`config.mk`:
```
export PLATFORM = sky130hd
export DESIGN_NAME = pad_input_top
export DESIGN_NICKNAME = d
export VERILOG_FILES = /design/src/pad_proto_pkg.sv /design/src/pad_event_pkg.sv /design/src/pad_input_top.sv /design/src/pad_event_queue.sv /design/src/pad_change_decoder.sv /design/src/pad_poll_sequencer.sv
export SDC_FILE = /design/constraint.sdc
export NUM_CORES = 1
export LEC_CHECK = 0
export BUFFER_PORTS_ARGS = -buffer_cell sky130_fd_sc_hd__buf_2
export CORE_MARGIN = 2
export CORE_UTILIZATION = 50
export CTS_CLUSTER_SIZE = 10
export DETAILED_ROUTE_END_ITERATION = 6
export PLACE_DENSITY = 0.76
export RECOVER_POWER = 100
export SLEW_MARGIN = 10
export SYNTH_ARGS = -nofsm -noshare
export SYNTH_HDL_FRONTEND = slang
export SYNTH_SLANG_ARGS = --single-unit
```
`constraint.sdc`:
```
create_clock -name clock -period 3.3 [get_ports clock]
set_clock_uncertainty 0.1 [all_clocks]
set_input_delay 0.33 -clock clock [delete_from_list [all_inputs] [get_ports clock]]
set_output_delay 0.33 -clock clock [all_outputs]
set_load 0.03 [all_outputs]
```
`src/pad_proto_pkg.sv`:
```
`default_nettype none

////////////////////////////////////////////////////////////
// serial pad protocol types
////////////////////////////////////////////////////////////

package pad_proto_pkg;

	// eight buttons shifted out per poll
	localparam int num_buttons = 8;
	localparam int seq_width = 8;

	// bit positions inside a snapshot
	// A leaves the pad first and lands in the top bit
	typedef enum logic [2:0]
	{
		btn_right  = 3'd0,
		btn_left   = 3'd1,
		btn_down   = 3'd2,
		btn_up     = 3'd3,
		btn_start  = 3'd4,
		btn_select = 3'd5,
		btn_b      = 3'd6,
		btn_a      = 3'd7
	} button_index_e;

	// one bit per button, 1 means pressed
	typedef struct packed
	{
		logic a;
		logic b;
		logic select;
		logic start;
		logic up;
		logic down;
		logic left;
		logic right;
	} button_state_t;

	// frame number, wraps after 255 polls
	typedef logic [seq_width-1:0] frame_seq_t;

	// one completed poll
	typedef struct packed
	{
		button_state_t buttons;
		frame_seq_t seq;
	} pad_frame_t;

endpackage

`default_nettype wire
```
`src/pad_event_pkg.sv`:
```
`default_nettype none

////////////////////////////////////////////////////////////
// button change events
////////////////////////////////////////////////////////////

package pad_event_pkg;

	import pad_proto_pkg::*;

	// direction of a button change
	typedef enum logic
	{
		ev_release = 1'b0,
		ev_press   = 1'b1
	} event_kind_e;

	// one press or release, tagged with the frame that caused it
	// 12 bits: kind, button index, frame seq
	typedef struct packed
	{
		event_kind_e kind;
		button_index_e button;
		frame_seq_t seq;
	} pad_event_t;

endpackage

`default_nettype wire

```
`src/pad_input_top.sv`:
```
`timescale 1ns/1ps
`default_nettype none

module pad_input_top
	import pad_proto_pkg::*, pad_event_pkg::*;
#(
	parameter int latch_cycles = 12,
	parameter int half_bit_cycles = 6,
	parameter int poll_period_cycles = 400,
	parameter int queue_depth = 4,
	parameter int consumer_credits = 4
)
(
	input  wire logic clock,
	input  wire logic reset,
	// pad side
	input  wire logic pad_data,
	output logic pad_latch,
	output logic pad_pulse,
	// latest snapshot
	output logic frame_valid,
	output pad_frame_t frame,
	// consumer side
	output logic event_valid,
	output pad_event_t event_out,
	input  wire logic credit_return
);

	// decoder to queue
	logic push;
	pad_event_t event_in;
	logic credit_up;

	////////////////////////////////////////////////////////////
	// poll, decode, queue
	////////////////////////////////////////////////////////////

	pad_poll_sequencer #(
		.latch_cycles(latch_cycles),
		.half_bit_cycles(half_bit_cycles),
		.poll_period_cycles(poll_period_cycles)
	) sequencer_i (
		.clock(clock),
		.reset(reset),
		.pad_data(pad_data),
		.pad_latch(pad_latch),
		.pad_pulse(pad_pulse),
		.frame_valid(frame_valid),
		.frame(frame)
	);

	// snapshots go straight on, no back-pressure here
	pad_change_decoder #(
		.queue_depth(queue_depth)
	) decoder_i (
		.clock(clock),
		.reset(reset),
		.frame_valid(frame_valid),
		.frame(frame),
		.credit_up(credit_up),
		.push(push),
		.event_in(event_in)
	);

	pad_event_queue #(
		.queue_depth(queue_depth),
		.consumer_credits(consumer_credits)
	) queue_i (
		.clock(clock),
		.reset(reset),
		.push(push),
		.event_in(event_in),
		.credit_up(credit_up),
		.credit_return(credit_return),
		.event_valid(event_valid),
		.event_out(event_out)
	);

endmodule

`default_nettype wire

```
`src/pad_event_queue.sv`:
```
`timescale 1ns/1ps
`default_nettype none

module pad_event_queue
	import pad_event_pkg::*;
#(
	parameter int queue_depth = 4,
	parameter int consumer_credits = 4
)
(
	input  wire logic clock,
	input  wire logic reset,
	input  wire logic push,
	input  wire pad_event_t event_in,
	output logic credit_up,
	input  wire logic credit_return,
	output logic event_valid,
	output pad_event_t event_out
);

	localparam int ptr_width = (queue_depth > 1) ? $clog2(queue_depth) : 1;
	localparam int count_width = $clog2(queue_depth + 1);
	localparam int credit_width = $clog2(consumer_credits + 1);

	pad_event_t mem [queue_depth];
	logic [ptr_width-1:0] wr_ptr;
	logic [ptr_width-1:0] rd_ptr;
	logic [count_width-1:0] count;
	logic [credit_width-1:0] credits;
	logic pop;

	////////////////////////////////////////////////////////////
	// consumer side
	////////////////////////////////////////////////////////////

	// oldest entry leaves when the consumer has a credit for it
	assign pop = (count != '0) && (credits != '0);
	assign event_valid = pop;
	assign event_out = mem[rd_ptr];

	// every dequeue frees one entry for the decoder
	assign credit_up = pop;

	////////////////////////////////////////////////////////////
	// circular buffer
	////////////////////////////////////////////////////////////

	always_ff @(posedge clock)
	begin
		if (push)
			mem[wr_ptr] <= event_in;
	end

	// pointers wrap at depth, which need not be a power of two
	always_ff @(posedge clock)
	begin
		if (reset)
		begin
			wr_ptr <= '0;
			rd_ptr <= '0;
		end
		else
		begin
			if (push)
				wr_ptr <= (wr_ptr == ptr_width'(queue_depth - 1)) ? '0 : wr_ptr + 1'b1;
			if (pop)
				rd_ptr <= (rd_ptr == ptr_width'(queue_depth - 1)) ? '0 : rd_ptr + 1'b1;
		end
	end

	// occupancy
	always_ff @(posedge clock)
	begin
		if (reset)
			count <= '0;
		else
		begin
			case ({push, pop})
				2'b10: count <= count + 1'b1;
				2'b01: count <= count - 1'b1;
				default: count <= count;
			endcase
		end
	end

	// consumer credits
	always_ff @(posedge clock)
	begin
		if (reset)
			credits <= credit_width'(consumer_credits);
		else
		begin
			case ({pop, credit_return})
				2'b10: credits <= credits - 1'b1;
				2'b01: credits <= credits + 1'b1;
				default: credits <= credits;
			endcase
		end
	end

endmodule

`default_nettype wire

```
`src/pad_change_decoder.sv`:
```
`timescale 1ns/1ps
`default_nettype none

module pad_change_decoder
	import pad_proto_pkg::*, pad_event_pkg::*;
#(
	parameter int queue_depth = 4
)
(
	input  wire logic clock,
	input  wire logic reset,
	input  wire logic frame_valid,
	input  wire pad_frame_t frame,
	input  wire logic credit_up,
	output logic push,
	output pad_event_t event_in
);

	localparam int credit_width = $clog2(queue_depth + 1);

	// latest frame and what has been reported so far
	button_state_t target;
	button_state_t reported;
	frame_seq_t target_seq;
	logic [credit_width-1:0] credits;

	logic [num_buttons-1:0] pending;
	logic [2:0] pick;

	////////////////////////////////////////////////////////////
	// change selection
	////////////////////////////////////////////////////////////

	assign pending = target ^ reported;

	// priority encoder, A first
	always_comb
	begin
		pick = 3'd0;
		for (int i = 0; i < num_buttons; i++)
		begin
			if (pending[i])
				pick = 3'(i);
		end
	end

	// one event per cycle while the queue has room
	assign push = (pending != '0) && (credits != '0);

	// press if the target holds the button down
	assign event_in.kind = target[pick] ? ev_press : ev_release;
	assign event_in.button = button_index_e'(pick);
	assign event_in.seq = target_seq;

	////////////////////////////////////////////////////////////
	// state
	////////////////////////////////////////////////////////////

	// a new frame simply replaces the target
	// intermediate transitions may be dropped
	always_ff @(posedge clock)
	begin
		if (reset)
		begin
			target <= '0;
			target_seq <= '0;
			reported <= '0;
		end
		else
		begin
			if (frame_valid)
			begin
				target <= frame.buttons;
				target_seq <= frame.seq;
			end
			if (push)
				reported[pick] <= target[pick];
		end
	end

	// queue credits, minus one per push, plus one per dequeue
	always_ff @(posedge clock)
	begin
		if (reset)
			credits <= credit_width'(queue_depth);
		else
		begin
			case ({push, credit_up})
				2'b10: credits <= credits - 1'b1;
				2'b01: credits <= credits + 1'b1;
				default: credits <= credits;
			endcase
		end
	end

endmodule

`default_nettype wire

```
`src/pad_poll_sequencer.sv`:
```
`timescale 1ns/1ps
`default_nettype none

module pad_poll_sequencer
	import pad_proto_pkg::*;
#(
	parameter int latch_cycles = 12,
	parameter int half_bit_cycles = 6,
	parameter int poll_period_cycles = 400
)
(
	input  wire logic clock,
	input  wire logic reset,
	input  wire logic pad_data,
	output logic pad_latch,
	output logic pad_pulse,
	output logic frame_valid,
	output pad_frame_t frame
);

	localparam int count_width = $clog2(poll_period_cycles);
	// sixteen pulse phases follow the latch
	localparam int active_end = latch_cycles + 16 * half_bit_cycles;
	// falling edge of pulse for the right button
	localparam int last_sample = latch_cycles + 14 * half_bit_cycles;

	logic [count_width-1:0] count;
	logic [count_width-1:0] count_next;
	logic latch_next;
	logic pulse_next;
	logic data_meta;
	logic data_sync;
	logic sample_hit;
	button_state_t shift_reg;

	////////////////////////////////////////////////////////////
	// poll counter
	////////////////////////////////////////////////////////////

	// wraps once per poll period
	always_comb
	begin
		if (count == count_width'(poll_period_cycles - 1))
			count_next = '0;
		else
			count_next = count + 1'b1;
	end

	always_ff @(posedge clock)
	begin
		if (reset)
			count <= '0;
		else
			count <= count_next;
	end

	// latch and pulse decoded from the next count
	// so the registered outputs line up with the count itself
	always_comb
	begin
		latch_next = 1'b0;
		pulse_next = 1'b1;
		if (count_next < latch_cycles)
		begin
			latch_next = 1'b1;
			pulse_next = 1'b1;
		end
		else if (count_next < active_end)
		begin
			// even phases low, odd phases high
			for (int p = 0; p < 16; p++)
			begin
				if (count_next >= latch_cycles + p * half_bit_cycles &&
					count_next < latch_cycles + (p + 1) * half_bit_cycles)
					pulse_next = p[0];
			end
		end
	end

	// count is 0 after reset, so both lines start high
	always_ff @(posedge clock)
	begin
		if (reset)
		begin
			pad_latch <= 1'b1;
			pad_pulse <= 1'b1;
		end
		else
		begin
			pad_latch <= latch_next;
			pad_pulse <= pulse_next;
		end
	end

	////////////////////////////////////////////////////////////
	// data capture
	////////////////////////////////////////////////////////////

	// two flop synchronizer on the pad line
	always_ff @(posedge clock)
	begin
		data_meta <= pad_data;
		data_sync <= data_meta;
	end

	// one sample at each falling edge of pulse
	always_comb
	begin
		sample_hit = 1'b0;
		for (int k = 0; k < num_buttons; k++)
		begin
			if (count == count_width'(latch_cycles + 2 * k * half_bit_cycles))
				sample_hit = 1'b1;
		end
	end

	// pad line is active low, A shifts in first and ends in the top bit
	always_ff @(posedge clock)
	begin
		if (sample_hit)
			shift_reg <= {shift_reg[num_buttons-2:0], ~data_sync};
	end

	// publish on the eighth sample, valid one cycle later
	always_ff @(posedge clock)
	begin
		if (reset)
		begin
			frame_valid <= 1'b0;
			frame <= '0;
		end
		else
		begin
			frame_valid <= 1'b0;
			if (count == count_width'(last_sample))
			begin
				frame_valid <= 1'b1;
				frame.buttons <= {shift_reg[num_buttons-2:0], ~data_sync};
				frame.seq <= frame.seq + 1'b1;
			end
		end
	end

endmodule

`default_nettype wire

```
==> impl_metrics.toml <==
[timing]
worstMarginPinSlew_ns = 0.9474
tns_ns = 0
period_needed_ns = 3.078
max_freq_ghz = 0.3249
setup_viol = 0
max_slew_margin_pct = 36.80
timing.hold.ws_ns = 0.1928
drv_slew = 0
hold_violations = 0
worst_slack_ns = 0.2217
post-route-period-util_pct = 93.28
rsz0062_at_grt = "false"

[global_route]
grt_pass1_wl_microns = 18500
grt_max_degree = 35
gr-total-overflow = 0
grt_util_all_layers_pct = 20.21
grt_pass1_vias = 3800
antenna_found_initial = 0

[cells_and_area]
diodes = 0
final_common_cell = "dfxtp_1"
regMostFlops = "queue_i.mem"
final_nets = 558
largest_reg_flops = 48
reg_top3 = "queue_i.mem x48, sequencer_i.frame x16, sequencer_i.count x9"
syn_to_final_growth_pct = 12.85
final_cell_mix = "dfxtp_1, edfxtp_1, nor2_1, clkbuf_1, nand2_1"
fin_area_sq_um = 6350
drive_gt1_share_pct = 10.67

[die]
rows = 38
die_h_microns = 110.1
placeableCoreArea_sq_um = 10890
fp.dieArea_sq_um = 12120
start_util_pct = 51.68
ios = 36
chipWidth_microns = 110.1

[cts]
clock-sinks = 124
clkTransAtPathRegs_ns = 0.05
cts_tree = "built"
cts_buffers = 17
cts-root-buf = "clkbuf_8"
htree_num_levels = 4
insertion_delay_ns = 0.53
cts_buffer_depth = 2

[placement]
gp_congestion = 0.9102
dp_slack_ns = 0.1900
dp_hpwl_microns = 7630
portBuffers = 35
placedInstanceArea_sq_um = 5926

[power_and_ir_drop]
p_leak_nw = 2.207
peakVddDrop_mv = 0.4674
p_sw_share_pct = 30.28
seqPwrFrac_pct = 42.4
power_density_nw_per_um2 = 674.2
clockPowerShare_pct = 36.6
combPwrFrac_pct = 21.1
p_int_w = 0.002985
power_w = 0.004281
switchingPower_w = 0.001296

[yosys]
async_flop_share_pct = 0
avgSynthCellArea_sq_um = 11.16
ys_warn_count = 0
synth_top_cell_area_share_pct = 29.35
yosysTopAreaCell = "edfxtp_1"
synth_edf_count = 55
synthDistinctLibCells = 61
ys_seq_elements = 124
synth_nets = 521
ys_top_cells_by_area = "edfxtp_1, dfxtp_1, mux4_2"
yosysSeqAreaShare_pct = 53.90
syn_inst = 504
ys.flop_type = "dfxtp_1"
synth_area_sq_um = 5627

[critical_path]
path_delay_family = "simple AND/OR/NAND/NOR gates"
crit_top_cell = "xor2_1"
crit_buf_inv = 2
cp_cell_sequence = "xor2_1, nor4_4, a41oi_4, inv_2, ha_1, inv_1, fa_1, xor2_1, o21ai_0, or3b_2"
cp_slowest_cell = "or3b_2"
cp_max_fo = 9
cp-start-kind = "flop"
required_ns = 3.60
criticalPathCategory = "reg -> reg"
slowest_delay_ns = 0.45
arrival_ns = 3.38
end_kind = "flop"

[routing]
avgViaCountPerCell = 5.717
detail-route-antenna-nets = 0
drt-initial-drc-count = 185
post_drt_wl_per_cell_microns = 16.17
via_count = 3962
drt_pass1_iterations = 5
wl_microns = 11210
drcViolationCount = 0

[worst_hold_path]
hold_class = "in -> reg"

[job]
maxCapViolations = 0

[status]
status = "complete, no violations"
[cells in the mapped netlist, types with 10 or more instances]
master and n:
ha_1 10, dfxtp_1 69, clkbuf_1 14, mux2i_1 20
inv_1 21, nand2_1 35, o21ai_0 11, nor3_1 17
a21oi_1 26, mux4_2 12, edfxtp_1 55, nand3_1 14
nor2_1 53, xor2_1 20, xnor2_1 14, nand4_1 10
[power by group through the flow]
stage	Clock [W]	Combinational [W]	Sequential [W]
floorplan	0	0.000761	0.00179
global placement	0	0.000886	0.00184
detailed placement	0	0.000917	0.00185
CTS	0.00159	0.000925	0.00182
global route	0.00166	0.00101	0.00184
finish	0.00157	0.000902	0.00181
[layer usage]
| layer | global-route usage (%) | routed length [microns] |
|---|---|---|
| met5 | 0 | 0 |
| met1 | 24.79 | 4942 |
| met2 | 32.56 | 5498 |
| met4 | 8.318 | 156 |
| met3 | 6.996 | 609 |
[logic make-up (layout without fill, tap and decap cells)]
family | count (synthesis) | in the layout | share of synthesized area, %
flops | 124 | 124 | 53.90
xor+xnor | 35 | 35 | 5.582
compound gates | 74 | 74 | 8.917
simple gates | 175 | 175 | 15.92
buf+inv | 48 | 97 | 3.424
mux | 32 | 32 | 8.361
fa+ha+maj | 16 | 16 | 3.891
[worst paths after layout]
path	startpoint	slack, ns	cells past startpoint	end
max	decoder_i.target[5]	0.22	10	decoder_i.credits[2]
min	credit_return	0.19	4	queue_i.credits[0]
max reg2reg	decoder_i.target[5]	0.22	10	decoder_i.credits[2]
min reg2reg	sequencer_i.data_meta	0.23	0	sequencer_i.data_sync
[tightest hold or removal path: stages]
cell,delay [ns]
buf_2,0.08
ha_1,0.20
xor2_1,0.09
nor2_1,0.07
[stage by stage]
stage,cells,utilization [%]
final,693,58.32
after global routing,693,58.32
after CTS,692,59.12
after detailed placement,660,54.42
after global placement,660,54.42
after floorplan,504,-
[area by class of cell]
cell class                      count  area, sq um
Inverter                           22        82.58
Multi-Input combinational cell    332         2371
Fill cell                         932         4538
Tap cell                          140        175.2
Timing Repair Buffer               44        186.4
Clock inverter                     10        72.57
Sequential cell                   124         3033
Clock buffer                       21        429.2
[repair_timing]
item	CTS	global route
hold buffers	1	0
resized for setup	0	0
endpoints found under the hold margin	1	0
buffers inserted	0	1
setup endpoints to repair	0	1
Note: power is estimated with default switching activity, not from simulation.
